===== config.mk =====
export PLATFORM = sky130hd
export DESIGN_NAME = tapnw_top
export DESIGN_NICKNAME = d
export VERILOG_FILES = /design/src/tapnw_pkg.sv /design/src/tapnw_stap_if.sv /design/src/tapnw_tap_fsm.sv /design/src/tapnw_mtap.sv /design/src/tapnw_stap.sv /design/src/tapnw_data_path.sv /design/src/tapnw_top.sv
export SDC_FILE = /design/constraint.sdc
export NUM_CORES = 1
export LEC_CHECK = 0
export BUFFER_PORTS_ARGS = -buffer_cell sky130_fd_sc_hd__buf_4
export CORE_MARGIN = 5
export CORE_UTILIZATION = 52
export DETAILED_ROUTE_END_ITERATION = 6
export PLACE_DENSITY = 0.79
export SYNTH_ARGS = -nofsm -noshare
export SYNTH_HDL_FRONTEND = slang
export SYNTH_HIERARCHICAL = 1
export SYNTH_SLANG_ARGS = --single-unit

===== constraint.sdc =====
create_clock -name tck -period 6.1 [get_ports tck]
set_input_delay 0.305 -clock tck [delete_from_list [all_inputs] [get_ports tck]]
set_output_delay 0.305 -clock tck [all_outputs]
set_load 0.005 [all_outputs]

===== src/tapnw_pkg.sv =====
// Shared definitions for the JTAG TAP network
// Imported by the TAP controllers, master TAP, slave TAPs, top level and testbench
package tapnw_pkg;

   // ********************************************************
   // Instruction register
   // ********************************************************
   localparam int IR_WIDTH = 4;
   typedef logic [IR_WIDTH-1:0] ir_t;

   // Instruction codes
   localparam ir_t IR_IDCODE  = 4'h1;
   localparam ir_t IR_NWCFG   = 4'h2;
   localparam ir_t IR_BYPASS  = 4'hF;
   // Fixed pattern loaded in Capture-IR, shifted out LSB first
   localparam ir_t IR_CAPTURE = 4'b0001;

   // ********************************************************
   // Identification
   // ********************************************************
   typedef logic [31:0] idcode_t;
   // Master TAP IDCODE, stap k reports IDCODE_BASE + k + 1
   localparam idcode_t IDCODE_BASE = 32'h1A5C_0001;

   // ********************************************************
   // TAP controller states, 1149.1 style encoding
   // ********************************************************
   typedef enum logic [3:0] {
      TAP_EXIT2_DR  = 4'h0,
      TAP_EXIT1_DR  = 4'h1,
      TAP_SHIFT_DR  = 4'h2,
      TAP_PAUSE_DR  = 4'h3,
      TAP_SEL_IR    = 4'h4,
      TAP_UPD_DR    = 4'h5,
      TAP_CAP_DR    = 4'h6,
      TAP_SEL_DR    = 4'h7,
      TAP_EXIT2_IR  = 4'h8,
      TAP_EXIT1_IR  = 4'h9,
      TAP_SHIFT_IR  = 4'hA,
      TAP_PAUSE_IR  = 4'hB,
      TAP_RTI       = 4'hC,
      TAP_UPD_IR    = 4'hD,
      TAP_CAP_IR    = 4'hE,
      TAP_TLR       = 4'hF
   } tap_state_t;

endpackage


===== src/tapnw_stap_if.sv =====
// Per-stap signal bundle between the master TAP, the data path and the staps
// One bit per stap in every vector, sized by NUM_STAPS from the top level
interface tapnw_stap_if
#(
   parameter int NUM_STAPS = 4
)
();

   // Serial input to each stap, steered by the data path
   logic [NUM_STAPS-1:0] stap_tdi;
   // Serial output and output enable of each stap
   logic [NUM_STAPS-1:0] stap_tdo;
   logic [NUM_STAPS-1:0] stap_tdo_en;
   // Stap enable from the network configuration register
   logic [NUM_STAPS-1:0] stap_enable;

   // Chain steering side
   modport data_path (
      output stap_tdi,
      input  stap_tdo,
      input  stap_tdo_en,
      input  stap_enable
   );

   // Slave TAP side, sliced per stap at the top level
   modport stap (
      input  stap_tdi,
      input  stap_enable,
      output stap_tdo,
      output stap_tdo_en
   );

   // Master TAP configuration side
   modport cfg (
      output stap_enable
   );

endinterface


===== src/tapnw_tap_fsm.sv =====
// IEEE 1149.1 TAP controller
// One instance per TAP, walks the 16 states on tms at the tck rising edge
module tapnw_tap_fsm
   import tapnw_pkg::*;
(
   input  logic       tck,
   input  logic       reset,
   input  logic       tms,
   output tap_state_t state
);

   tap_state_t next_state;

   // ********************************************************
   // Next state from tms
   // ********************************************************
   always_comb
   begin
      case (state)
         // Reset and idle
         TAP_TLR:      next_state = tms ? TAP_TLR      : TAP_RTI;
         TAP_RTI:      next_state = tms ? TAP_SEL_DR   : TAP_RTI;
         // Data register column
         TAP_SEL_DR:   next_state = tms ? TAP_SEL_IR   : TAP_CAP_DR;
         TAP_CAP_DR:   next_state = tms ? TAP_EXIT1_DR : TAP_SHIFT_DR;
         TAP_SHIFT_DR: next_state = tms ? TAP_EXIT1_DR : TAP_SHIFT_DR;
         TAP_EXIT1_DR: next_state = tms ? TAP_UPD_DR   : TAP_PAUSE_DR;
         TAP_PAUSE_DR: next_state = tms ? TAP_EXIT2_DR : TAP_PAUSE_DR;
         TAP_EXIT2_DR: next_state = tms ? TAP_UPD_DR   : TAP_SHIFT_DR;
         TAP_UPD_DR:   next_state = tms ? TAP_SEL_DR   : TAP_RTI;
         // Instruction register column
         TAP_SEL_IR:   next_state = tms ? TAP_TLR      : TAP_CAP_IR;
         TAP_CAP_IR:   next_state = tms ? TAP_EXIT1_IR : TAP_SHIFT_IR;
         TAP_SHIFT_IR: next_state = tms ? TAP_EXIT1_IR : TAP_SHIFT_IR;
         TAP_EXIT1_IR: next_state = tms ? TAP_UPD_IR   : TAP_PAUSE_IR;
         TAP_PAUSE_IR: next_state = tms ? TAP_EXIT2_IR : TAP_PAUSE_IR;
         TAP_EXIT2_IR: next_state = tms ? TAP_UPD_IR   : TAP_SHIFT_IR;
         TAP_UPD_IR:   next_state = tms ? TAP_SEL_DR   : TAP_RTI;
         default:      next_state = TAP_TLR;
      endcase
   end

   // ********************************************************
   // State register
   // ********************************************************
   // Synchronous reset stands in for TRST
   always_ff @(posedge tck)
   begin
      if (reset)
      begin
         state <= TAP_TLR;
      end
      else
      begin
         state <= next_state;
      end
   end

   // Controller must stay on a defined state once out of reset
   a_state_known: assert property (
      @(posedge tck) disable iff (reset)
      !$isunknown(state)
   );

endmodule


===== src/tapnw_mtap.sv =====
// Master TAP of the network
// Holds the network configuration register that enables, includes and steers
// each stap, plus the usual IDCODE and BYPASS data registers
module tapnw_mtap
   import tapnw_pkg::*;
#(
   parameter int NUM_STAPS = 4
)
(
   input  logic                 tck,
   input  logic                 reset,
   input  logic                 tms,
   input  logic                 tdi,
   output logic                 mtap_tdo,
   output logic                 mtap_tdo_en,
   output logic [NUM_STAPS-1:0] enable_tdo,
   output logic [NUM_STAPS-1:0] sec_sel,
   tapnw_stap_if.cfg            cfg
);

   localparam int CFG_WIDTH = 3 * NUM_STAPS;

   tap_state_t           state;
   ir_t                  ir;
   ir_t                  ir_sr;
   idcode_t              idcode_sr;
   logic                 bypass_sr;
   logic [CFG_WIDTH-1:0] cfg_sr;
   logic [CFG_WIDTH-1:0] nwcfg;
   logic                 sel_nwcfg;
   logic                 sel_idcode;
   logic                 shifting;
   logic                 tdo_mux;

   tapnw_tap_fsm u_fsm (
      .tck   (tck),
      .reset (reset),
      .tms   (tms),
      .state (state)
   );

   // DR select, unknown codes fall to bypass
   assign sel_nwcfg  = (ir == IR_NWCFG);
   assign sel_idcode = (ir == IR_IDCODE);
   assign shifting   = (state == TAP_SHIFT_IR) || (state == TAP_SHIFT_DR);

   // ********************************************************
   // Instruction register
   // ********************************************************
   always_ff @(posedge tck)
   begin
      if (state == TAP_CAP_IR)
      begin
         ir_sr <= IR_CAPTURE;
      end
      else if (state == TAP_SHIFT_IR)
      begin
         ir_sr <= {tdi, ir_sr[IR_WIDTH-1:1]};
      end
   end

   always_ff @(posedge tck)
   begin
      if (reset || (state == TAP_TLR))
      begin
         ir <= IR_IDCODE;
      end
      else if (state == TAP_UPD_IR)
      begin
         ir <= ir_sr;
      end
   end

   // ********************************************************
   // Data registers, only the selected one captures and shifts
   // ********************************************************
   always_ff @(posedge tck)
   begin
      if (state == TAP_CAP_DR)
      begin
         if (sel_nwcfg)
            cfg_sr <= nwcfg;
         else if (sel_idcode)
            idcode_sr <= IDCODE_BASE;
         else
            bypass_sr <= 1'b0;
      end
      else if (state == TAP_SHIFT_DR)
      begin
         if (sel_nwcfg)
            cfg_sr <= {tdi, cfg_sr[CFG_WIDTH-1:1]};
         else if (sel_idcode)
            idcode_sr <= {tdi, idcode_sr[31:1]};
         else
            bypass_sr <= tdi;
      end
   end

   // Configuration only clears on reset, TLR keeps the network as set
   always_ff @(posedge tck)
   begin
      if (reset)
      begin
         nwcfg <= '0;
      end
      else if ((state == TAP_UPD_DR) && sel_nwcfg)
      begin
         nwcfg <= cfg_sr;
      end
   end

   // Field split, LSB first
   assign cfg.stap_enable = nwcfg[NUM_STAPS-1:0];
   assign enable_tdo      = nwcfg[2*NUM_STAPS-1:NUM_STAPS];
   assign sec_sel         = nwcfg[CFG_WIDTH-1:2*NUM_STAPS];

   // ********************************************************
   // Serial out, retimed on the falling edge
   // ********************************************************
   always_comb
   begin
      if (state == TAP_SHIFT_IR)
         tdo_mux = ir_sr[0];
      else if (sel_nwcfg)
         tdo_mux = cfg_sr[0];
      else if (sel_idcode)
         tdo_mux = idcode_sr[0];
      else
         tdo_mux = bypass_sr;
   end

   always_ff @(negedge tck)
   begin
      if (reset)
      begin
         mtap_tdo    <= 1'b0;
         mtap_tdo_en <= 1'b0;
      end
      else
      begin
         mtap_tdo_en <= shifting;
         // Hold the last bit outside shift states
         if (shifting)
            mtap_tdo <= tdo_mux;
      end
   end

   // First Shift-IR bit on the serial out is the LSB of the capture pattern
   a_ir_capture: assert property (
      @(posedge tck) disable iff (reset)
      (($past(state) == TAP_CAP_IR) && (state == TAP_SHIFT_IR)) |-> (mtap_tdo == IR_CAPTURE[0])
   );

endmodule


===== src/tapnw_stap.sv =====
// Slave TAP of the network
// 4-bit IR with IDCODE and BYPASS, held in Test-Logic-Reset while not enabled
module tapnw_stap
   import tapnw_pkg::*;
#(
   parameter idcode_t IDCODE = IDCODE_BASE
)
(
   input  logic tck,
   input  logic reset,
   input  logic tms,
   input  logic tdi,
   input  logic enable,
   output logic tdo,
   output logic tdo_en
);

   tap_state_t state;
   ir_t        ir;
   ir_t        ir_sr;
   idcode_t    idcode_sr;
   logic       bypass_sr;
   logic       fsm_reset;
   logic       sel_idcode;
   logic       shifting;
   logic       tdo_mux;

   // Disabled stap sits in TLR
   assign fsm_reset = reset | ~enable;

   tapnw_tap_fsm u_fsm (
      .tck   (tck),
      .reset (fsm_reset),
      .tms   (tms),
      .state (state)
   );

   assign sel_idcode = (ir == IR_IDCODE);
   assign shifting   = (state == TAP_SHIFT_IR) || (state == TAP_SHIFT_DR);

   // ********************************************************
   // Instruction register
   // ********************************************************
   always_ff @(posedge tck)
   begin
      if (state == TAP_CAP_IR)
         ir_sr <= IR_CAPTURE;
      else if (state == TAP_SHIFT_IR)
         ir_sr <= {tdi, ir_sr[IR_WIDTH-1:1]};
   end

   always_ff @(posedge tck)
   begin
      if (fsm_reset || (state == TAP_TLR))
         ir <= IR_IDCODE;
      else if (state == TAP_UPD_IR)
         ir <= ir_sr;
   end

   // ********************************************************
   // Data registers
   // ********************************************************
   // Anything but IDCODE selects the bypass bit
   always_ff @(posedge tck)
   begin
      if (state == TAP_CAP_DR)
      begin
         if (sel_idcode)
            idcode_sr <= IDCODE;
         else
            bypass_sr <= 1'b0;
      end
      else if (state == TAP_SHIFT_DR)
      begin
         if (sel_idcode)
            idcode_sr <= {tdi, idcode_sr[31:1]};
         else
            bypass_sr <= tdi;
      end
   end

   // Serial out on the falling edge
   assign tdo_mux = (state == TAP_SHIFT_IR) ? ir_sr[0] :
                    sel_idcode              ? idcode_sr[0] : bypass_sr;

   always_ff @(negedge tck)
   begin
      if (fsm_reset)
      begin
         tdo    <= 1'b0;
         tdo_en <= 1'b0;
      end
      else
      begin
         tdo_en <= enable & shifting;
         if (shifting)
            tdo <= tdo_mux;
      end
   end

endmodule


===== src/tapnw_data_path.sv =====
// Network data path, purely combinational
// Threads the master TAP output and tdi2 through the staps onto the primary
// and secondary chains, and merges the output enables of each chain
module tapnw_data_path
#(
   parameter int NUM_STAPS        = 4,
   parameter bit STAP_TDI_ISOLATE = 1'b0
)
(
   input  logic                 itdi,
   input  logic                 itdi_en,
   input  logic                 tdi2,
   input  logic [NUM_STAPS-1:0] enable_tdo,
   input  logic [NUM_STAPS-1:0] sec_sel,
   tapnw_stap_if.data_path      taps,
   output logic                 otdo,
   output logic                 otdo_en,
   output logic                 otdo2,
   output logic                 otdo2_en
);

   // Chain taps between staps, index k is the chain value ahead of stap k
   logic [NUM_STAPS:0]   tdo_final;
   logic [NUM_STAPS:0]   tdo2_final;
   logic [NUM_STAPS-1:0] tdi_current;
   logic [NUM_STAPS-1:0] tdo_next;
   logic [NUM_STAPS-1:0] pri_tdo_en;
   logic [NUM_STAPS-1:0] sec_tdo_en;

   // Chain heads
   assign tdo_final[0]  = itdi;
   assign tdo2_final[0] = tdi2;

   // ********************************************************
   // Per stap steering
   // ********************************************************
   for (genvar k = 0; k < NUM_STAPS; k++)
   begin : g_stap
      // Pick up the chain this stap belongs to
      assign tdi_current[k] = sec_sel[k] ? tdo2_final[k] : tdo_final[k];
      // Insert the stap register or pass straight on
      assign tdo_next[k] = enable_tdo[k] ? taps.stap_tdo[k] : tdi_current[k];
      // Other chain passes this stap unchanged
      assign tdo_final[k+1]  = sec_sel[k] ? tdo_final[k] : tdo_next[k];
      assign tdo2_final[k+1] = sec_sel[k] ? tdo_next[k]  : tdo2_final[k];

      if (STAP_TDI_ISOLATE)
      begin : g_pass
         assign taps.stap_tdi[k] = tdi_current[k];
      end
      else
      begin : g_force
         // Disabled stap sees a constant high
         assign taps.stap_tdi[k] = taps.stap_enable[k] ? tdi_current[k] : 1'b1;
      end
   end

   // Chain tails
   assign otdo  = tdo_final[NUM_STAPS];
   assign otdo2 = tdo2_final[NUM_STAPS];

   // ********************************************************
   // Output enables
   // ********************************************************
   assign pri_tdo_en = taps.stap_tdo_en & ~sec_sel;
   assign sec_tdo_en = taps.stap_tdo_en & sec_sel;

   assign otdo_en  = itdi_en | (|pri_tdo_en);
   assign otdo2_en = |sec_tdo_en;

endmodule


===== src/tapnw_top.sv =====
// Top level of the JTAG TAP network
// Master TAP, data path and NUM_STAPS slave TAPs on a shared tck, tms and reset
// Primary port is tdi/tdo, secondary port is tdi2/tdo2
module tapnw_top
   import tapnw_pkg::*;
#(
   parameter int NUM_STAPS        = 4,
   parameter bit STAP_TDI_ISOLATE = 1'b0
)
(
   input  logic tck,
   input  logic reset,
   input  logic tms,
   input  logic tdi,
   input  logic tdi2,
   output logic tdo,
   output logic tdo_en,
   output logic tdo2,
   output logic tdo2_en
);

   logic                 mtap_tdo;
   logic                 mtap_tdo_en;
   logic [NUM_STAPS-1:0] enable_tdo;
   logic [NUM_STAPS-1:0] sec_sel;

   tapnw_stap_if #(.NUM_STAPS(NUM_STAPS)) stap_bus ();

   // Master TAP heads the primary chain
   tapnw_mtap #(
      .NUM_STAPS (NUM_STAPS)
   ) u_mtap (
      .tck         (tck),
      .reset       (reset),
      .tms         (tms),
      .tdi         (tdi),
      .mtap_tdo    (mtap_tdo),
      .mtap_tdo_en (mtap_tdo_en),
      .enable_tdo  (enable_tdo),
      .sec_sel     (sec_sel),
      .cfg         (stap_bus.cfg)
   );

   tapnw_data_path #(
      .NUM_STAPS        (NUM_STAPS),
      .STAP_TDI_ISOLATE (STAP_TDI_ISOLATE)
   ) u_data_path (
      .itdi       (mtap_tdo),
      .itdi_en    (mtap_tdo_en),
      .tdi2       (tdi2),
      .enable_tdo (enable_tdo),
      .sec_sel    (sec_sel),
      .taps       (stap_bus.data_path),
      .otdo       (tdo),
      .otdo_en    (tdo_en),
      .otdo2      (tdo2),
      .otdo2_en   (tdo2_en)
   );

   // ********************************************************
   // Slave TAPs, each on its own slice of the bus
   // ********************************************************
   for (genvar k = 0; k < NUM_STAPS; k++)
   begin : g_stap
      tapnw_stap #(
         .IDCODE (IDCODE_BASE + idcode_t'(k + 1))
      ) u_stap (
         .tck    (tck),
         .reset  (reset),
         .tms    (tms),
         .tdi    (stap_bus.stap_tdi[k]),
         .enable (stap_bus.stap_enable[k]),
         .tdo    (stap_bus.stap_tdo[k]),
         .tdo_en (stap_bus.stap_tdo_en[k])
      );
   end

endmodule


==> Word-level counts from Yosys, hierarchy flattened <==
Index checks and enable logic that the tools add are counted.
{ "classes": {"n_reduce_logical": 49, "mux": 96, "bitwise_logic": 22, "n_eq_ne": 81} }
{ "op_table": {"columns": ["op", "n"], "rows": [
  ["32-bit two-way mux", 22],
  ["4-bit case mux with 12 select lines", 5],
  ["4-bit equality test, second input constant", 40],
  ["4-bit by 3-bit equality test with 1-bit output, second input constant", 20],
  ["1-bit two-way mux", 54],
  ["12-bit two-way mux", 4],
  ["4-bit by 2-bit equality test with 1-bit output, second input constant", 11],
  ["4-bit by 1-bit equality test with 1-bit output, second input constant", 10],
  ["4-bit logical NOT", 5],
  ["2-bit OR reduction", 10],
  ["2-bit AND reduction", 9],
  ["3-bit OR reduction", 5],
  ["2-bit two-way mux", 6],
  ["3-bit two-way mux", 4],
  ["1-bit logical OR", 10],
  ["1-bit inverter", 10],
  ["2-bit nonzero test", 5],
  ["4-bit bitwise AND", 2],
  ["4-bit OR reduction", 2],
  ["3-bit AND reduction", 2],
  ["1-bit OR", 5],
  ["1-bit bitwise AND", 4],
  ["4-bit two-way mux", 1],
  ["4-bit inverter", 1],
  ["1-bit logical AND", 1]
]} }
{ "totals": {"out_inout_bits": 4, "regBits": 259, "in_bits": 5, "word_cells": 285} }

==> Logic depth before layout (Yosys ltp) <==
{ "depth": {"depth_word": 14, "ltp_mapped": 6} }

==> Modules after synthesis <==
The synthesis kept the hierarchy.
{ "modules_own_cells": {"columns": ["module", "cells_per_inst", "n_inst", "area_each_um2", "seq_area_each_um2"], "rows": [
  ["tapnw_stap", 120, 4, 1667.8, 1191.1],
  ["tapnw_mtap", 208, 1, 2730.1, 1791.7],
  ["tapnw_tap_fsm", 24, 5, 192.7, 80.1],
  ["tapnw_data_path", 43, 1, 257.7, 0.0]
]} }

==> metrics.csv <==
metric,value,unit
run status,"complete, no violations",
Logic pwr share,0.018,
clk slew on worst S/H paths,60,ps
Setup Buffers After CTS,0,
Setup Crit Path Kind,reg -> out,
R2R depth,5,
Worst Path Max Fanout,3,
Synth top area share,0.5004,
DR vias,6137,
peak supply drop,0.2186,mV
complex-gate fraction of the synthesized area,0.06773,
Worst Hold Path EP,u_mtap/ir_sr[3],
setup TNS,0,ps
initial DRC count,367,
Worst EP required,5790,ps
sw power,0.7131,mW
Startpoint Class,flip-flop,
Most used DFF post-synth,edfxtp_1,
DP HPWL,9985,um
hold path startpoint,tdi,
Initial Util,0.5267,
row cnt,52,
syn_nets,856,
fin util,0.5870,
worst rel slew slack,0.2740,
Adder-Cell Fraction of Synth Area,0,
# DRC,0,
Final ANT Viol Nets,0,
RSZ-0062 raised after global routing,no,
antenna cells,0,
"Setup violations, final",0,
leading post-synthesis cells by cell area,"edfxtp_1 (50%), dfxtp_1 (15%), and2b_1 (4.5%)",
Layout area overhead,11.45,%
Post-synth top cells,"edfxtp_1 (177), dfxtp_1 (82), and2b_1 (64)",
Mapped Area,10620,sq um
combinational family with the most area after synthesis,simple AND/OR/NAND/NOR gates,
Die Ht,152.9,um
static leakage,4.268,nW
Cells after Synth,851,
CTS tree,built,
Ys Warns,6,
number of global-route vias before repair,5679,
layout cells sized above 1,0.1201,
Inserted Clock Buffers,27,
Synth Register Bits,259,
H-tree depth,1,
Worst Hold Depth,3,
xor/xnor share of the synthesized area,0.0008245,
PostCTS Resize Cnt,0,
drt pass-1 iters,6,
antenna violations before repair,0,
Mean Syn Cell Area,12.48,sq um
Core ar.,20170,sq um
root buffer cell,clkbuf_16,
CP Capture Type,primary output,
Final Hold Vio Count,0,
gr ovfl total,0,
final WL,17000,um
Hold/Removal Path Class,in -> reg,
post-synthesis cell type count,50,
WL/cell,14.64,um
via/cell ratio,5.286,
most frequent cell after synthesis,edfxtp_1,
Clock Tree Buf Depth,3,
power density over cell area,303.4,nW/um^2
die area,23390,sq um
largest net degree at the start of global routing,33,
Power Internal,2.879,mW
Final #Nets,875,
Max Cap Violations,0,
Clock Skew,62.06,ps
Final Max Slew Viols,0,
r2r endpoint,g_stap[3].u_stap/bypass_sr,
Critical Path AT,4910,ps
"EDFF count, synth",177,
R2R Path Start,g_stap[1].u_stap/tdo,
sequential share of the synthesized area,0.6549,
clock network power share,0.455,
Skew-Pair Late Insertion Delay,580,ps
clk sinks,259,
Port-buffer cells,8,
Placer Congestion,0.8164,
worst-margin pin slew,1086,ps
switching share of power,0.1985,
Yosys top cell by area,edfxtp_1,
Post-Synth Simple-Gate Area,0.2353,
first-pass GRT wire length,28270,um
async set-reset flop share out of synthesis,0,
die extent in x,152.9,um
Reg power frac,0.527,
R2R Setup Slk,1500,ps
cts hold-fix bufs,0,
mux contribution to synthesized area,0.02203,
gr usage total,0.1416,
io pins,9,
## layer usage
metal / track usage / up-vias / share of wire / wire (um)
met1: 0.2145 / 2933 / 0.50 / 8575
met2: 0.2103 / 87 / 0.44 / 7433
met4: 0.04328 / 0 / 0.022 / 366
li1: - / 3085 / - / -
met3: 0.02431 / 32 / 0.037 / 623
met5: 0 / - / 0 / 0
## registers in the layout, summed over array words and instances, names as in the netlist
register,count
g_stap.u_stap/ir_sr,16
u_mtap/u_fsm/state,4
g_stap.u_stap/ir,16
u_mtap/bypass_sr,1
u_mtap/mtap_tdo_en,1
g_stap.u_stap/tdo_en,4
u_mtap/idcode_sr,32
u_mtap/ir,4
g_stap.u_stap/bypass_sr,4
u_mtap/cfg_sr,12
g_stap.u_stap/idcode_sr,128
u_mtap/ir_sr,4
u_mtap/nwcfg,12
g_stap.u_stap/u_fsm/state,16
g_stap.u_stap/tdo,4
u_mtap/mtap_tdo,1
## layout make-up
cell class / instances / area [sq um]
clock buffer: 41 / 818.3
clock inverter: 19 / 118.9
fill: 1581 / 8330
inverter: 17 / 63.81
multi-input combinational: 545 / 3468
sequential: 259 / 6957
tap: 270 / 337.8
timing repair buffer: 10 / 75.07
## cells by family after synthesis
| group | Yosys count |
|---|---|
| AOI/OAI and AO/OA | 124 |
| xor gates and xnor gates | 1 |
| buffers and inverters | 47 |
| DFF | 259 |
| muxes | 22 |
| and+or+nand+nor | 398 |
## power groups by stage
stage | Clock [mW] | Combinational (mW) | Sequential (mW)
6_report | 1.64 | 0.0632 | 1.89
2_1_floorplan | 0.0154 | 0.0522 | 1.92
4_1_cts | 1.68 | 0.0632 | 1.89
3_3_place_gp | 0.0154 | 0.0610 | 1.93
5_1_grt | 1.77 | 0.0710 | 1.90
3_5_place_dp | 0.0154 | 0.0628 | 1.93
## per-stage QoR
step / area [sq um] / std cells / hold slack (ps) / power (mW) / setup slack [ps]
2_1_floorplan: 10620 / 851 / 374.1 / 1.990 / 1579
3_3_place_gp: 10920 / 1106 / 441.2 / 2.006 / 1473
3_5_place_dp: 10920 / 1106 / 447.8 / 2.008 / 1473
4_1_cts: 11840 / 1161 / 33.32 / 3.635 / 881.9
5_1_grt: 11840 / 1161 / 64.66 / 3.734 / 807.1
6_report: 11840 / 1161 / 49.07 / 3.592 / 887.2
## how the worst max path moves through the flow
stage | cells past startpoint | start | slack (ps) | endpoint
2_1_floorplan | 3 | u_mtap/u_fsm/state[3] | 1580 | u_mtap/idcode_sr[0]
3_3_place_gp | 5 | g_stap[1].u_stap/tdo | 1470 | tdo
3_5_place_dp | 5 | g_stap[1].u_stap/tdo | 1470 | tdo
4_1_cts | 5 | g_stap[1].u_stap/tdo | 880 | tdo
5_1_grt | 5 | g_stap[1].u_stap/tdo | 810 | tdo
6_report | 5 | g_stap[1].u_stap/tdo | 890 | tdo
## critical path: stages, from the launching register on
cell,delay [ps]
dfxtp_1,320
or2b_1,230
a2bb2oi_1,140
a222oi_1,310
a31oi_1,110
buf_4,160
## placed cells by master (no fill, tap or decap), types with 6 or more instances in the layout
cell type	instances
dfxtp_1	82
a31oi_1	8
nand2b_1	21
or3b_1	6
or2_1	13
nor4b_1	9
a21oi_1	43
nand3_1	23
nand2_1	60
mux2i_1	11
and4bb_2	9
and2b_1	64
o21ai_0	37
clkbuf_8	9
nor2b_1	61
or2_2	34
and3_1	8
nor2_1	39
nand3b_1	18
or2b_1	6
inv_1	28
clkbuf_16	27
edfxtp_1	177
o21ai_1	15
mux2_1	11
buf_4	10
(Power assumes the default switching activity.)
